$ cat src/source/apuPkg.sv
/* Shared types and lookup tables for the cut-down APU.
   Mix tables cover levels 0 to 15 only; noise is pre-scaled into tndMixTable */
`default_nettype none

package apuPkg;

  typedef logic [3:0]  chanSample_t;  // Per-channel output level
  typedef logic [15:0] mixSample_t;   // Mixed output sample

  // Register map, only the kept channels
  typedef enum logic [4:0] {
    pulseDuty       = 5'h00,
    pulseUnused     = 5'h01,
    pulsePeriodLow  = 5'h02,
    pulsePeriodHigh = 5'h03,
    noiseControl    = 5'h0C,
    noisePeriod     = 5'h0E,
    noiseLength     = 5'h0F,
    apuStatus       = 5'h15,
    frameControl    = 5'h17
  } apuReg_t;

  typedef enum logic {fourStep, fiveStep} frameMode_t;

  // Length counter loads, indexed by data bits 7:3
  localparam logic [7:0] lengthTable [32] = '{
    8'h0A, 8'hFE, 8'h14, 8'h02, 8'h28, 8'h04, 8'h50, 8'h06,
    8'hA0, 8'h08, 8'h3C, 8'h0A, 8'h0E, 8'h0C, 8'h1A, 8'h0E,
    8'h0C, 8'h10, 8'h18, 8'h12, 8'h30, 8'h14, 8'h60, 8'h16,
    8'hC0, 8'h18, 8'h48, 8'h1A, 8'h10, 8'h1C, 8'h20, 8'h1E
  };

  localparam logic [11:0] noisePeriodTable [16] = '{
    12'h004, 12'h008, 12'h010, 12'h020, 12'h040, 12'h060, 12'h080, 12'h0A0,
    12'h0CA, 12'h0FE, 12'h17C, 12'h1FC, 12'h2FA, 12'h3F8, 12'h7F2, 12'hFE4
  };

  localparam logic [15:0] pulseMixTable [16] = '{
    16'd0,    16'd760,  16'd1503, 16'd2228, 16'd2936, 16'd3627, 16'd4303, 16'd4963,
    16'd5609, 16'd6240, 16'd6858, 16'd7462, 16'd8053, 16'd8631, 16'd9198, 16'd9752
  };

  // Second curve sampled at twice the noise level
  localparam logic [15:0] tndMixTable [16] = '{
    16'd0,    16'd874,  16'd1735, 16'd2581, 16'd3414, 16'd4234,  16'd5041,  16'd5836,
    16'd6618, 16'd7389, 16'd8147, 16'd8895, 16'd9631, 16'd10356, 16'd11070, 16'd11774
  };

endpackage

`default_nettype wire

$ cat src/source/chanBus.sv
/* Register writes and frame clocks from the controller to one channel.
   All strobes are single-cycle and carry no handshake */
`default_nettype none
`timescale 1ns/1ps

interface chanBus;

  logic       regWrite;    // Write strobe for this channel
  logic [1:0] regIndex;    // Register within the channel
  logic [7:0] regData;
  logic [7:0] lengthLoad;  // Table value for regData[7:3]
  logic       quarterClk;
  logic       halfClk;
  logic       enabled;     // Channel enable level

  modport ctrl (
    output regWrite, regIndex, regData, lengthLoad,
    output quarterClk, halfClk, enabled
  );

  modport chan (
    input regWrite, regIndex, regData, lengthLoad,
    input quarterClk, halfClk, enabled
  );

endinterface

`default_nettype wire

$ cat src/source/apuControl.sv
/* Frame steps are equally spaced by FrameStep cycles. Enable bits are din[0] for
   pulse and din[3] for noise; status bit 6 is the raw frame interrupt flag */
`default_nettype none
`timescale 1ns/1ps

module apuControl import apuPkg::*; #(
  parameter int FrameStep = 7457
) (
  input  logic        clk,
  input  logic        reset,
  input  apuReg_t     addr,
  input  logic [7:0]  din,
  input  logic        write,
  input  logic        read,
  input  logic        pulseActive,
  input  logic        noiseActive,
  output logic [7:0]  dout,
  output logic        irq,
  chanBus.ctrl        pulseBus,
  chanBus.ctrl        noiseBus
);

  localparam int CountWidth = $clog2(5 * FrameStep + 1);
  localparam logic [CountWidth-1:0] Step1 = CountWidth'(FrameStep);
  localparam logic [CountWidth-1:0] Step2 = CountWidth'(2 * FrameStep);
  localparam logic [CountWidth-1:0] Step3 = CountWidth'(3 * FrameStep);
  localparam logic [CountWidth-1:0] Step4 = CountWidth'(4 * FrameStep);
  localparam logic [CountWidth-1:0] Step5 = CountWidth'(5 * FrameStep);

  logic [4:0]            addrBits;
  logic [7:0]            lengthLoad;
  logic                  statusWrite, statusRead, frameWrite;
  logic                  pulseEnable, noiseEnable;
  logic                  irqInhibit, frameIrq, pendingClk;
  logic                  quarterClk, halfClk;
  frameMode_t            frameMode;
  logic [CountWidth-1:0] frameCount, lastCount;

  // ----------------------------------------------------------------------
  // Address decode and channel buses
  assign addrBits    = addr;
  assign statusWrite = write && addr == apuStatus;
  assign statusRead  = read && addr == apuStatus;
  assign frameWrite  = write && addr == frameControl;
  assign lengthLoad  = lengthTable[din[7:3]];

  assign pulseBus.regWrite   = write && addrBits[4:2] == 3'd0;  // 0x00..0x03
  assign noiseBus.regWrite   = write && addrBits[4:2] == 3'd3;  // 0x0C..0x0F
  assign pulseBus.regIndex   = addrBits[1:0];
  assign noiseBus.regIndex   = addrBits[1:0];
  assign pulseBus.regData    = din;
  assign noiseBus.regData    = din;
  assign pulseBus.lengthLoad = lengthLoad;
  assign noiseBus.lengthLoad = lengthLoad;
  assign pulseBus.enabled    = pulseEnable;
  assign noiseBus.enabled    = noiseEnable;
  assign pulseBus.quarterClk = quarterClk;
  assign noiseBus.quarterClk = quarterClk;
  assign pulseBus.halfClk    = halfClk;
  assign noiseBus.halfClk    = halfClk;

  // ----------------------------------------------------------------------
  // Frame sequencer
  assign lastCount  = (frameMode == fiveStep) ? Step5 : Step4;
  assign quarterClk = pendingClk || frameCount == Step1 || frameCount == Step2 ||
                      frameCount == Step3 || frameCount == Step4;
  assign halfClk    = pendingClk || frameCount == Step2 || frameCount == Step4;

  always_ff @(posedge clk) begin
    if (reset) begin
      frameMode   <= fourStep;
      irqInhibit  <= 1'b0;
      frameIrq    <= 1'b0;
      pendingClk  <= 1'b0;
      pulseEnable <= 1'b0;
      noiseEnable <= 1'b0;
      frameCount  <= '0;
    end else begin
      pendingClk <= frameWrite && din[7];  // Five-step write clocks at once
      if (frameWrite) begin
        frameMode  <= din[7] ? fiveStep : fourStep;
        irqInhibit <= din[6];
        frameCount <= '0;
      end else if (frameCount == lastCount) begin
        frameCount <= '0;
      end else begin
        frameCount <= frameCount + 1'b1;
      end
      if (statusWrite) begin
        pulseEnable <= din[0];
        noiseEnable <= din[3];
      end
      // Set wins over a clear on the same cycle
      if (frameMode == fourStep && frameCount == Step4 && !irqInhibit)
        frameIrq <= 1'b1;
      else if (statusRead || (frameWrite && din[6]))
        frameIrq <= 1'b0;
    end
  end

  assign irq  = frameIrq;
  assign dout = read ? {1'b0, frameIrq, 4'b0000, noiseActive, pulseActive} : 8'h00;

  halfNeedsQuarter: assert property (@(posedge clk) disable iff (reset)
    pulseBus.halfClk |-> noiseBus.quarterClk);

endmodule

`default_nettype wire

$ cat src/source/envelopeUnit.sv
/* Volume envelope clocked by quarter-frame pulses.
   A restart is only served at the next quarter clock */
`default_nettype none
`timescale 1ns/1ps

module envelopeUnit import apuPkg::*; (
  input  logic        clk,
  input  logic        reset,
  input  logic        quarterClk,
  input  logic        restart,
  input  logic        loopFlag,
  input  logic        constantFlag,
  input  chanSample_t volume,
  output chanSample_t level
);

  chanSample_t divider;
  chanSample_t decayLevel;
  logic        restartPending;

  always_ff @(posedge clk) begin
    if (reset) begin
      divider        <= '0;
      decayLevel     <= '0;
      restartPending <= 1'b0;
    end else begin
      if (restart)
        restartPending <= 1'b1;  // Keep a late restart for the next clock
      else if (quarterClk)
        restartPending <= 1'b0;
      if (quarterClk) begin
        if (restartPending) begin
          divider    <= volume;
          decayLevel <= 4'd15;
        end else if (divider == '0) begin
          divider <= volume;
          if (decayLevel != '0)
            decayLevel <= decayLevel - 4'd1;
          else if (loopFlag)
            decayLevel <= 4'd15;  // Wrap when looping
        end else begin
          divider <= divider - 4'd1;
        end
      end
    end
  end

  assign level = constantFlag ? volume : decayLevel;

endmodule

`default_nettype wire

$ cat src/source/pulseChannel.sv
/* Pulse channel without sweep unit; a period below 8 mutes the output.
   The loop flag doubles as the length counter halt */
`default_nettype none
`timescale 1ns/1ps

module pulseChannel import apuPkg::*; (
  input  logic        clk,
  input  logic        reset,
  chanBus.chan        bus,
  output chanSample_t level,
  output logic        lengthActive
);

  logic [1:0]  duty;
  logic        loopFlag, constantFlag;
  chanSample_t volume, envLevel;
  logic [10:0] period;
  logic [11:0] timer;
  logic [2:0]  seqPos;
  logic [7:0]  lengthCount;
  logic        lengthWrite, dutyHigh;

  assign lengthWrite = bus.regWrite && bus.regIndex == 2'd3;

  envelopeUnit envelope (
    .clk          (clk),
    .reset        (reset),
    .quarterClk   (bus.quarterClk),
    .restart      (lengthWrite),
    .loopFlag     (loopFlag),
    .constantFlag (constantFlag),
    .volume       (volume),
    .level        (envLevel)
  );

  always_ff @(posedge clk) begin
    if (reset) begin
      duty         <= '0;
      loopFlag     <= 1'b0;
      constantFlag <= 1'b0;
      volume       <= '0;
      period       <= '0;
      timer        <= '0;
      seqPos       <= '0;
      lengthCount  <= '0;
    end else begin
      // Timer runs 2*period+1 cycles per sequence step
      if (timer == '0) begin
        timer  <= {period, 1'b0};
        seqPos <= seqPos - 3'd1;
      end else begin
        timer <= timer - 12'd1;
      end
      if (bus.regWrite) begin
        case (bus.regIndex)
          2'd0: begin
            duty         <= bus.regData[7:6];
            loopFlag     <= bus.regData[5];
            constantFlag <= bus.regData[4];
            volume       <= bus.regData[3:0];
          end
          2'd2: period[7:0] <= bus.regData;
          2'd3: begin
            period[10:8] <= bus.regData[2:0];
            seqPos       <= '0;  // Write wins over a timer step
          end
          default: ;
        endcase
      end
      if (!bus.enabled)
        lengthCount <= '0;
      else if (lengthWrite)
        lengthCount <= bus.lengthLoad;
      else if (bus.halfClk && lengthCount != '0 && !loopFlag)
        lengthCount <= lengthCount - 8'd1;
    end
  end

  always_comb begin
    case (duty)
      2'd0:    dutyHigh = seqPos == 3'd7;
      2'd1:    dutyHigh = seqPos >= 3'd6;
      2'd2:    dutyHigh = seqPos >= 3'd4;
      default: dutyHigh = seqPos < 3'd6;  // Inverted 25%
    endcase
  end

  assign lengthActive = lengthCount != '0;
  assign level = (lengthActive && period[10:3] != '0 && dutyHigh) ? envLevel : '0;

  silentWhenExpired: assert property (@(posedge clk) disable iff (reset)
    lengthCount == '0 |-> level == '0);

endmodule

`default_nettype wire

$ cat src/source/noiseChannel.sv
/* Noise channel with a 15-bit shift-register generator seeded to 1.
   regIndex 0, 2 and 3 map to registers 0x0C, 0x0E and 0x0F */
`default_nettype none
`timescale 1ns/1ps

module noiseChannel import apuPkg::*; (
  input  logic        clk,
  input  logic        reset,
  chanBus.chan        bus,
  output chanSample_t level,
  output logic        lengthActive
);

  logic        loopFlag, constantFlag, shortMode;
  chanSample_t volume, envLevel;
  logic [3:0]  periodIndex;
  logic [11:0] timer;
  logic [14:0] lfsr;
  logic [7:0]  lengthCount;
  logic        lengthWrite, feedback;

  assign lengthWrite = bus.regWrite && bus.regIndex == 2'd3;
  assign feedback    = lfsr[0] ^ (shortMode ? lfsr[6] : lfsr[1]);

  envelopeUnit envelope (
    .clk          (clk),
    .reset        (reset),
    .quarterClk   (bus.quarterClk),
    .restart      (lengthWrite),
    .loopFlag     (loopFlag),
    .constantFlag (constantFlag),
    .volume       (volume),
    .level        (envLevel)
  );

  always_ff @(posedge clk) begin
    if (reset) begin
      loopFlag     <= 1'b0;
      constantFlag <= 1'b0;
      shortMode    <= 1'b0;
      volume       <= '0;
      periodIndex  <= '0;
      timer        <= '0;
      lfsr         <= 15'd1;
      lengthCount  <= '0;
    end else begin
      if (timer == '0) begin
        timer <= noisePeriodTable[periodIndex];
        lfsr  <= {feedback, lfsr[14:1]};  // Shift once per reload
      end else begin
        timer <= timer - 12'd1;
      end
      if (bus.regWrite && bus.regIndex == 2'd0) begin
        loopFlag     <= bus.regData[5];
        constantFlag <= bus.regData[4];
        volume       <= bus.regData[3:0];
      end
      if (bus.regWrite && bus.regIndex == 2'd2) begin
        shortMode   <= bus.regData[7];
        periodIndex <= bus.regData[3:0];
      end
      if (!bus.enabled)
        lengthCount <= '0;
      else if (lengthWrite)
        lengthCount <= bus.lengthLoad;
      else if (bus.halfClk && lengthCount != '0 && !loopFlag)
        lengthCount <= lengthCount - 8'd1;
    end
  end

  assign lengthActive = lengthCount != '0;
  assign level = (lengthActive && !lfsr[0]) ? envLevel : '0;

  generatorAlive: assert property (@(posedge clk) disable iff (reset) lfsr != '0);

endmodule

`default_nettype wire

$ cat src/source/apuMixer.sv
/* Nonlinear two-curve mix of the pulse and noise levels.
   The output is registered and lags the channel levels by one cycle */
`default_nettype none
`timescale 1ns/1ps

module apuMixer import apuPkg::*; (
  input  logic        clk,
  input  logic        reset,
  input  chanSample_t pulseLevel,
  input  chanSample_t noiseLevel,
  output mixSample_t  sample
);

  mixSample_t mixSum;

  // Largest sum is 9752 + 11774, no overflow
  assign mixSum = pulseMixTable[pulseLevel] + tndMixTable[noiseLevel];

  always_ff @(posedge clk) begin
    if (reset)
      sample <= '0;
    else
      sample <= mixSum;
  end

endmodule

`default_nettype wire

$ cat src/source/apuCore.sv
/* Top level of the cut-down APU with one pulse and one noise channel.
   Every clk is one APU cycle; FrameStep sets the frame step spacing */
`default_nettype none
`timescale 1ns/1ps

module apuCore import apuPkg::*; #(
  parameter int FrameStep = 7457
) (
  input  logic       clk,
  input  logic       reset,
  input  logic [4:0] addr,
  input  logic [7:0] din,
  input  logic       write,
  input  logic       read,
  output logic [7:0] dout,
  output mixSample_t sample,
  output logic       irq
);

  chanBus pulseBus ();
  chanBus noiseBus ();

  chanSample_t pulseLevel, noiseLevel;
  logic        pulseActive, noiseActive;

  apuControl #(.FrameStep(FrameStep)) control (
    .clk         (clk),
    .reset       (reset),
    .addr        (apuReg_t'(addr)),
    .din         (din),
    .write       (write),
    .read        (read),
    .pulseActive (pulseActive),
    .noiseActive (noiseActive),
    .dout        (dout),
    .irq         (irq),
    .pulseBus    (pulseBus.ctrl),
    .noiseBus    (noiseBus.ctrl)
  );

  pulseChannel pulse (.clk(clk), .reset(reset), .bus(pulseBus.chan),
                      .level(pulseLevel), .lengthActive(pulseActive));

  noiseChannel noise (.clk(clk), .reset(reset), .bus(noiseBus.chan),
                      .level(noiseLevel), .lengthActive(noiseActive));

  apuMixer mixer (.clk(clk), .reset(reset), .pulseLevel(pulseLevel),
                  .noiseLevel(noiseLevel), .sample(sample));

endmodule

`default_nettype wire

$ cat config.mk
export PLATFORM = sky130hd
export DESIGN_NAME = apuCore
export DESIGN_NICKNAME = d
export VERILOG_FILES = /design/src/source/apuPkg.sv /design/src/source/chanBus.sv /design/src/source/apuControl.sv /design/src/source/envelopeUnit.sv /design/src/source/pulseChannel.sv /design/src/source/noiseChannel.sv /design/src/source/apuMixer.sv /design/src/source/apuCore.sv
export SDC_FILE = /design/constraint.sdc
export NUM_CORES = 1
export LEC_CHECK = 0
export ABC_AREA = 1
export BUFFER_PORTS_ARGS = -buffer_cell sky130_fd_sc_hd__buf_4
export CAP_MARGIN = 20
export CORE_MARGIN = 2
export CORE_UTILIZATION = 30
export CTS_CLUSTER_SIZE = 12
export DETAILED_ROUTE_END_ITERATION = 8
export PLACE_DENSITY = 0.56
export SETUP_SLACK_MARGIN = 0.1
export SYNTH_ARGS = -nofsm -noshare
export SYNTH_HDL_FRONTEND = slang
export SYNTH_SLANG_ARGS = --single-unit
$ cat constraint.sdc
create_clock -name clk -period 3.4 [get_ports clk]
set_input_delay 0.17 -clock clk [delete_from_list [all_inputs] [get_ports clk]]
set_output_delay 0.17 -clock clk [all_outputs]
set_load 0.01 [all_outputs]
==> results of run 1 <==
[timing repair]
action	in CTS	in global routing
pin swaps	0	5
gates resized for setup	4	44
buffers inserted	0	3
endpoints found under the setup margin	4	11
gates cloned	0	0
[worst paths after layout]
| kind | slack, ns | startpoint | cells past startpoint | end |
|---|---|---|---|---|
| worst min register to register | 0.45 | pulse.timer[0]$_SDFF_PP0_ | 1 | pulse.timer[0]$_SDFF_PP0_ |
| worst min-delay path | 0.08 | din[2] | 3 | pulse.period[2]$_SDFFE_PP0P_ |
| worst max register to register | 0.33 | pulse.lengthCount[0]$_SDFFE_PP0P_ | 18 | mixer.sample[13]$_SDFF_PP0_ |
| worst max-delay path | 0.33 | pulse.lengthCount[0]$_SDFFE_PP0P_ | 18 | mixer.sample[13]$_SDFF_PP0_ |
[power by group]
| part | switching (mW) | internal [mW] |
|---|---|---|
| Sequential | 0.101 | 1.83 |
| Combinational | 0.670 | 0.363 |
| Clock | 0.800 | 1.17 |
| Total | 1.57 | 3.36 |
[logic make-up (layout without fill, tap and decap cells)]
kind of cell,count (synthesis),after routing
xor gates and xnor gates,29,29
DFF,143,143
and+or+nand+nor,652,652
muxes,2,2
buffers and inverters,235,271
adders and majority gates,50,50
other,1,6
AOI/OAI and AO/OA,253,253
[metrics by stage]
step	setup WS, ns	util [%]
after global routing	0.0899	35.1
final	0.327	35.1
after detailed placement	0.0671	32.4
after global placement	0.150	32.4
after floorplan	0.323	-
after CTS	0.105	34.5
[sequential cells by signal, indices dropped and copies added (netlist names), 2 cells and up]
register and cells:
pulse.duty 2, noise.lfsr 15, noise.envelope.divider 4, noise.lengthCount 8, noise.envelope.decayLevel 4, pulse.volume 4
noise.timer 12, pulse.seqPos 3, pulse.lengthCount 8, mixer.sample 15, pulse.timer 12, pulse.envelope.divider 4
pulse.period 11, pulse.envelope.decayLevel 4, control.frameCount 16, noise.periodIndex 4, noise.volume 4
[cells in the mapped netlist, types with 3 or more instances]
cell / instances
a211oi_1: 3
a21oi_1: 117
a31oi_1: 7
buf_2: 11
buf_4: 10
buf_6: 5
clkbuf_1: 18
dfxtp_1: 143
ha_1: 49
inv_1: 175
inv_2: 10
nand2_1: 307
nand2_2: 4
nand2_4: 5
nand3_1: 115
nand3_2: 4
nand4_1: 17
nor2_1: 149
nor2_2: 11
nor2_4: 6
nor3_1: 17
nor3b_1: 3
o211ai_1: 8
o21ai_0: 102
o21ai_1: 5
o22ai_1: 3
or2_2: 5
xnor2_1: 4
xor2_1: 25
[metal layers]
| layer | share of wire, % | vias to the layer above |
|---|---|---|
| met5 | 0 | - |
| li1 | - | 4449 |
| met2 | 46 | 121 |
| met4 | 1.0 | 0 |
| met3 | 3.5 | 16 |
| met1 | 50 | 3873 |
[layout make-up]
| type | count | area share (%) |
|---|---|---|
| tap | 390 | 4.70 |
| multi-input combinational | 992 | 51.3 |
| inverter | 189 | 6.94 |
| sequential | 143 | 27.6 |
| clock inverter | 14 | 1.76 |
| clock buffer | 18 | 4.13 |
| timing repair buffer | 50 | 3.61 |
[worst max-delay path: stages (launching register included)]
cell and delay (ns):
dfxtp_1 0.33, inv_1 0.07, ha_2 0.21, nand2_2 0.10
nor2_2 0.06, nor2_4 0.18, nand3_2 0.12, inv_2 0.11
ha_2 0.19, nand4_1 0.21, nand3_1 0.16, nand2_1 0.08
ha_1 0.37, a21oi_1 0.22, o21ai_1 0.12, a21oi_1 0.20
nand2_1 0.07, nand2_1 0.06, a21oi_1 0.05
==> impl_metrics.tcl, run 1 <==
set metrics [dict create \
    status "completed" \
    min_path_type "input port to flop" \
    skew_ns 0.0120 \
    insertedDiodeCount 0 \
    placed_cells 1761 \
    finalHoldViolCount 0 \
    synth_compound_area_share_pct 14.9 \
    cts_made_buffers 17 \
    synth-seq-cells 143 \
    end_kind "flop" \
    crit_type "flop to flop" \
    ioPinCount 42 \
    async_reset_ff_share_pct 0 \
    port_buffers 35 \
    cts_tree "yes" \
    synth_fa_ha_area_share_pct 7.05 \
    setup_viol 0 \
    final_common_cell "nand2_1" \
    rsz0062_at_grt "no" \
    worst_ep_required_time_ns 3.68 \
    num-fill-cells 3217 \
    synth.area.top_cells "dfxtp_1 (32%), nand2_1 (13%), inv_1 (7.3%), ha_1 (6.8%), a21oi_1 (6.5%)" \
    grt_max_degree 58 \
    final_cell_mix "nand2_1 (305), inv_1 (170), nor2_1 (148)" \
    grt_pass1_vias 7719 \
    drt_iter0_drc 466 \
    grtUsageMet3_pct 2.60 \
    synth_top_area_cell "dfxtp_1" \
    fin_setup_tns_ns 0 \
    synth-simple-area-share_pct 32.1 \
    initial_utilization_pct 30.4 \
    ant_nets 0 \
    die_x_um 177 \
    clk_latency_ns 0.43 \
    clockBufferDepth 2 \
    viasPerCell 4.71 \
    hold-worst-slack_ns 0.0789 \
    met2_usage_pct 23.5 \
    synth_ff_type "dfxtp_1" \
    cts-root-buf "clkbuf_16" \
    power.total_mw 4.93 \
    first_pass_iters 6 \
    critPathMaxFanout 7 \
    layout.cells.non_filler 1796 \
    wl_per_cell_um 12.4 \
    synth_mux_area_share_pct 0.223 \
    grt_busiest_layer "met2" \
    worst_pin_slew_ns 0.716 \
    multi_input_area_um2 5330 \
    h-tree-depth 4 \
    power-per-cell-area_nw_per_um2 475 \
    synth_top_area_share_pct 31.9 \
    grt_overflow 0 \
    placementRows 63 \
    syn_avg_cell_area_um2 6.58 \
    synth_cells 1365 \
    regArea_um2 2860 \
    dp_hpwl_um 16300 \
    ir_drop_mv 0.301 \
    areaGrowthSynthToFinish_pct 15.8 \
    cp.arrival_ns 3.36 \
    drive_above_1_share_pct 12.0 \
    fmax_ghz 0.325 \
    yosys_warnings 0 \
    period_share_pct 90.4 \
    synth_top_family_by_area "simple AND/OR/NAND/NOR gates" \
    antenna_found_initial 0 \
    vias 8459 \
    coreArea_um2 29600 \
    p_leak_nw 4.51 \
    synth_cell_types 48 \
    placed_cell_area_um2 9570 \
    dieArea_um2 31300 \
    grt_use_total_pct 14.4 \
    place_congestion 0.853 \
    clk_pin_slew_ns 0.07 \
    die_h_um 177 \
    clock_sinks 143 \
    drv_cap 0 \
    grt_pass1_wl_um 36900 \
    syn_area_um2 8980 \
    startpoint_type "flop" \
    slew_headroom_pct 52.2 \
    synth_xor_area_share_pct 2.83 \
    hold_buffers 0 \
    period_minus_slack_ns 3.07 \
    synth_seq_area_share_pct 31.9 \
    postLayoutCellArea_um2 10400 \
    drt_wl_total_um 22200 \
    finalNetCount 1460 \
    slew_violations 0 \
    synth_edf_count 0 \
    grt_util_met1_pct 19.7 \
    route.detailed.drc 0 \
]
No activity file was read; power rests on OpenSTA's default activity.
==> run 2: changes to the inputs <==
Settings changed: GPL_TIMING_DRIVEN set to 0.
==> run 2 against run 1 <==
Register-to-register slack worse by 0.04 ns. Non-clock buffer count up 51. Die area unchanged. Highest routed layer unchanged.
==> impl_metrics.tcl, run 2 (same netlist as run 1, synthesis figures left out) <==
set metrics [dict create \
    status "completed" \
    period_share_pct 91.5 \
    skew_ns 0.0232 \
    drt_wl_total_um 23700 \
    min_path_type "input port to flop" \
    dp_hpwl_um 17800 \
    multi_input_area_um2 5360 \
    rrSetupSlack_ns 0.29 \
    initial_utilization_pct 30.4 \
    pwr-share-clk_pct 38.2 \
    coreArea_um2 29600 \
    slew_headroom_pct 37.0 \
    worst_pin_slew_ns 0.945 \
    insertedDiodeCount 0 \
    worst_ep_required_time_ns 3.77 \
    die_h_um 177 \
    period_minus_slack_ns 3.11 \
    clk_latency_ns 0.45 \
    route.detailed.drc 0 \
    areaGrowthSynthToFinish_pct 19.2 \
    end_kind "flop" \
    antenna_found_initial 0 \
    vias 8689 \
    h-tree-depth 4 \
    drive_above_1_share_pct 14.2 \
    clockBufferDepth 2 \
    die_x_um 177 \
    layout.cells.non_filler 1847 \
    grt_max_degree 18 \
    grt_overflow 0 \
    p_leak_nw 4.70 \
    drv_cap 0 \
    ioPinCount 42 \
    viasPerCell 4.70 \
    combPwrFrac_pct 22.7 \
    pwr-share-seq_pct 39.1 \
    switching_share_pct 34.6 \
    cts_tree "yes" \
    fmax_ghz 0.322 \
    grt_pass1_vias 7945 \
    cts_made_buffers 17 \
    grt_use_total_pct 15.5 \
    first_pass_iters 5 \
    cp.arrival_ns 3.48 \
    clock_sinks 143 \
    p_int_mw 3.22 \
    hold_buffers 0 \
    ant_nets 0 \
    place_congestion 0.855 \
    setup_viol 0 \
    num-fill-cells 3186 \
    dieArea_um2 31300 \
    placementRows 63 \
    critPathMaxFanout 6 \
    ir_drop_mv 0.383 \
    power-per-cell-area_nw_per_um2 460 \
    final_cell_mix "nand2_1 (303), inv_1 (169), nor2_1 (148)" \
    placed_cells 1794 \
    port_buffers 34 \
    clk_pin_slew_ns 0.07 \
    wl_per_cell_um 12.8 \
    drt_iter0_drc 656 \
    final_common_cell "nand2_1" \
    crit_type "flop to flop" \
    slew_violations 0 \
    grt_pass1_wl_um 38800 \
    utilization_pct 36.2 \
    regArea_um2 2870 \
    rsz0062_at_grt "no" \
    switching_power_mw 1.70 \
    largest_register_ffs 16 \
    regMostFlops "control.frameCount" \
    placed_cell_area_um2 9740 \
    startpoint_type "flop" \
    postLayoutCellArea_um2 10700 \
    top_regs "control.frameCount: 16 flops, mixer.sample: 15 flops, noise.lfsr: 15 flops" \
    finalNetCount 1511 \
    cts-root-buf "clkbuf_16" \
    finalHoldViolCount 0 \
]
run 2: routing by layer:
layer  wire length, um  GRT usage [%]  vias to the layer above
met5                 0              0                        -
met4               404           4.79                        0
met3               903           2.84                       28
met2             10700           24.9                      175
met1             11600           21.0                     3918
li1                  -              -                     4568
run 2: worst max-delay path: stages (launching register included):
cell,delay [ns]
dfxtp_1,0.34
ha_1,0.18
or2_2,0.26
nand3_1,0.09
o21ai_2,0.14
nand3_4,0.16
inv_4,0.05
ha_1,0.34
nand2_1,0.09
nand3_1,0.10
nand2_1,0.14
fa_2,0.40
nand3_1,0.11
nand2_2,0.12
a21oi_4,0.19
o21ai_2,0.10
nand2_1,0.06
nand2_1,0.05
nor2_1,0.12
run 2: repair_timing:
action	4_1_cts	5_1_grt
endpoints found under the setup margin	11	12
buffers inserted	2	20
pin swaps	2	20
gates resized for setup	24	34
run 2: power groups by stage:
stage	combinational, mW	sequential, mW	clock (mW)
global route	1.29	1.95	2.00
finish	1.12	1.93	1.88
global placement	1.10	1.96	0
CTS	1.12	1.93	1.92
floorplan	0.876	1.94	0
detailed placement	1.11	1.96	0
run 2: layout make-up:
| cell class | instances | area share (%) |
|---|---|---|
| Clock inverter | 15 | 1.55 |
| Sequential cell | 143 | 26.8 |
| Clock buffer | 17 | 3.97 |
| Multi-Input combinational cell | 992 | 50.0 |
| Tap cell | 390 | 4.56 |
| Timing Repair Buffer | 56 | 3.93 |
| Inverter | 189 | 6.73 |
| Buffer | 45 | 2.41 |
run 2: through the flow:
| step | total power, mW | hold WS [ns] | worst slack [ns] | setup TNS, ns |
|---|---|---|---|---|
| after global routing | 5.23 | 0.0841 | 0.0537 | 0 |
| after detailed placement | 3.07 | 0.418 | -0.310 | -1.74 |
| after global placement | 3.06 | 0.409 | -0.289 | -1.62 |
| after CTS | 4.97 | 0.0690 | 0.0853 | 0 |
| final | 4.93 | 0.0749 | 0.290 | 0 |
| after floorplan | 2.82 | 0.335 | 0.323 | 0 |
run 2: path summary, 6_finish.rpt:
kind                                                 start                           end  cells past startpoint
worst max-delay path            pulse.seqPos[1]$_SDFF_PP0_   mixer.sample[10]$_SDFF_PP0_                     18
worst min register to register   pulse.timer[0]$_SDFF_PP0_     pulse.timer[0]$_SDFF_PP0_                      1
worst max register to register  pulse.seqPos[1]$_SDFF_PP0_   mixer.sample[10]$_SDFF_PP0_                     18
worst min-delay path                                din[2]  pulse.period[2]$_SDFFE_PP0P_                      3
==> run 3: changes to the inputs <==
Settings changed: MAX_ROUTING_LAYER set to met4.
==> run 3 against run 2 <==
Core utilization shrank 0.16 points. Highest routed layer unchanged. Sequential power is essentially flat. Critical path depth grew 1. Largest power group unchanged. Global-route usage grew 0.67 points.
==> impl_metrics.tcl, run 3 (same netlist as run 1, synthesis figures left out) <==
set metrics [dict create \
    vias 8678 \
    grt_overflow 0 \
    regMostFlops "control.frameCount" \
    place_congestion 0.866 \
    cts-root-buf "clkbuf_16" \
    final_common_cell "nand2_1" \
    holdPathEnd "noise.volume[2]$_SDFFE_PP0P_" \
    regArea_um2 2860 \
    wl_per_cell_um 13.1 \
    power.total_mw 4.86 \
    pwr-share-seq_pct 39.6 \
    fin_setup_tns_ns 0 \
    viasPerCell 4.72 \
    areaGrowthSynthToFinish_pct 18.7 \
    worst_pin_slew_ns 0.988 \
    rsz0062_at_grt "no" \
    p_leak_nw 4.62 \
    slew_violations 0 \
    finalHoldViolCount 0 \
    combPwrFrac_pct 22.9 \
    startpoint_type "flop" \
    hp-start "din[2]" \
    clock_sinks 143 \
    cp.arrival_ns 3.37 \
    worst_ep_required_time_ns 3.68 \
    clk_latency_ns 0.43 \
    clockBufferDepth 2 \
    switching_share_pct 33.1 \
    antenna_found_initial 0 \
    grt_max_degree 17 \
    power-per-cell-area_nw_per_um2 456 \
    die_h_um 177 \
    hold_depth 3 \
    ant_nets 0 \
    slew_headroom_pct 34.1 \
    initial_utilization_pct 30.4 \
    first_pass_iters 5 \
    h-tree-depth 4 \
    port_buffers 34 \
    die_x_um 177 \
    drt_wl_total_um 24100 \
    drive_above_1_share_pct 14.1 \
    reg2reg_to "mixer.sample[8]$_SDFF_PP0_" \
    num-fill-cells 3196 \
    largest_register_ffs 16 \
    r2r_cells 19 \
    postLayoutCellArea_um2 10700 \
    skew_ns 0.00946 \
    period_share_pct 90.9 \
    rrSetupSlack_ns 0.31 \
    pwr-share-clk_pct 37.5 \
    p_int_mw 3.25 \
    insertedDiodeCount 0 \
    regToRegStartpoint "pulse.lengthCount[0]$_SDFFE_PP0P_" \
    finalNetCount 1502 \
    placementRows 63 \
    switching_power_mw 1.61 \
    drv_cap 0 \
    fmax_ghz 0.323 \
    final_cell_mix "nand2_1 (302), inv_1 (168), nor2_1 (148)" \
    crit_type "flop to flop" \
    grt_pass1_vias 8042 \
    route.detailed.drc 0 \
    grt_use_total_pct 16.2 \
    multi_input_area_um2 5400 \
    dp_hpwl_um 17900 \
    setup_viol 0 \
    ir_drop_mv 0.337 \
    period_minus_slack_ns 3.09 \
    clk_pin_slew_ns 0.07 \
    top_regs "control.frameCount: 16 flops, mixer.sample: 15 flops, noise.lfsr: 15 flops" \
    min_path_type "input port to flop" \
    coreArea_um2 29600 \
    status "completed" \
    dieArea_um2 31300 \
    placed_cell_area_um2 9740 \
    cts_tree "yes" \
    drt_iter0_drc 538 \
    grt_pass1_wl_um 39400 \
    ioPinCount 42 \
    end_kind "flop" \
    critPathMaxFanout 10 \
    cts_made_buffers 17 \
]
==> run 3: cell count changes in the layout (fill, tap and decap cells not counted), sizes merged <==
| cell | delta |
|---|---|
| clkinvlp | +5 |
| clkinv | +2 |
| inv | -8 |
| bufinv | +1 |
| buf | -9 |
==> run 3: routing by layer <==
| metal | vias to the layer above | part of all wire (%) | global-route usage [%] |
|---|---|---|---|
| met3 | 29 | 3.9 | 3.16 |
| li1 | 4539 | - | - |
| met1 | 3932 | 49 | 21.0 |
| met2 | 178 | 45 | 25.4 |
| met5 | - | 0 | - |
| met4 | 0 | 1.9 | 4.72 |
==> run 3: timing repair <==
| action | CTS | global route |
|---|---|---|
| resized for setup | 25 | 40 |
| hold buffers | 0 | 0 |
| buffers inserted | 2 | 11 |
| setup endpoints to repair | 11 | 11 |
| pin swaps | 3 | 14 |
==> run 3: final cells by class <==
| cell class | count | share of cell area (%) |
|---|---|---|
| inverters | 189 | 6.76 |
| plain buffers | 45 | 2.45 |
| multi-input cells | 992 | 50.7 |
| well taps | 390 | 4.58 |
| repair buffers | 47 | 3.31 |
| clock inverters | 15 | 1.33 |
| clock buffers | 17 | 3.99 |
| flip-flops and latches | 143 | 26.9 |
==> run 3: power by group through the flow <==
| stage | clock, mW | sequential [mW] | combinational (mW) |
|---|---|---|---|
| floorplan | 0 | 1.94 | 0.876 |
| global placement | 0 | 1.96 | 1.09 |
| detailed placement | 0 | 1.96 | 1.11 |
| CTS | 1.87 | 1.93 | 1.12 |
| global route | 1.93 | 1.95 | 1.28 |
| finish | 1.82 | 1.93 | 1.11 |
==> run 3: worst max path at each step <==
| stage | slack [ns] | to | from |
|---|---|---|---|
| 3_5_place_dp | -0.33 | mixer.sample[10]$_SDFF_PP0_ | pulse.lengthCount[0]$_SDFFE_PP0P_ |
| 3_3_place_gp | -0.29 | mixer.sample[12]$_SDFF_PP0_ | noise.lengthCount[0]$_SDFFE_PP0P_ |
| 6_report | 0.31 | mixer.sample[8]$_SDFF_PP0_ | pulse.lengthCount[0]$_SDFFE_PP0P_ |
| 2_1_floorplan | 0.32 | mixer.sample[10]$_SDFF_PP0_ | noise.lengthCount[0]$_SDFFE_PP0P_ |
| 4_1_cts | 0.10 | mixer.sample[12]$_SDFF_PP0_ | pulse.lengthCount[0]$_SDFFE_PP0P_ |
| 5_1_grt | 0.05 | mixer.sample[13]$_SDFF_PP0_ | pulse.lengthCount[0]$_SDFFE_PP0P_ |
==> run 3: metrics by stage <==
step                      hold WS, ns  cells  utilization [%]  setup WS, ns
after global placement          0.415   1794             32.9        -0.285
final                          0.0943   1838             36.0         0.308
after floorplan                 0.335   1370                -         0.323
after CTS                      0.0746   1828             35.2         0.104
after detailed placement        0.418   1794             32.9        -0.332
after global routing           0.0752   1838             36.0        0.0457
==> run 3: critical path, cell delays in order, from the launching register on <==
cell and delay [ns]:
dfxtp_1 0.32, inv_2 0.08, ha_2 0.20, nand2_2 0.10
nor2_4 0.18, nor2_4 0.09, buf_4 0.14, buf_4 0.14
nand3_2 0.10, buf_6 0.15, nand2_1 0.09, nand3_1 0.09
nand2_1 0.11, ha_2 0.20, fa_2 0.36, nand3_2 0.11
nand2_4 0.08, a21oi_4 0.17, xor2_1 0.16, nor2_1 0.05
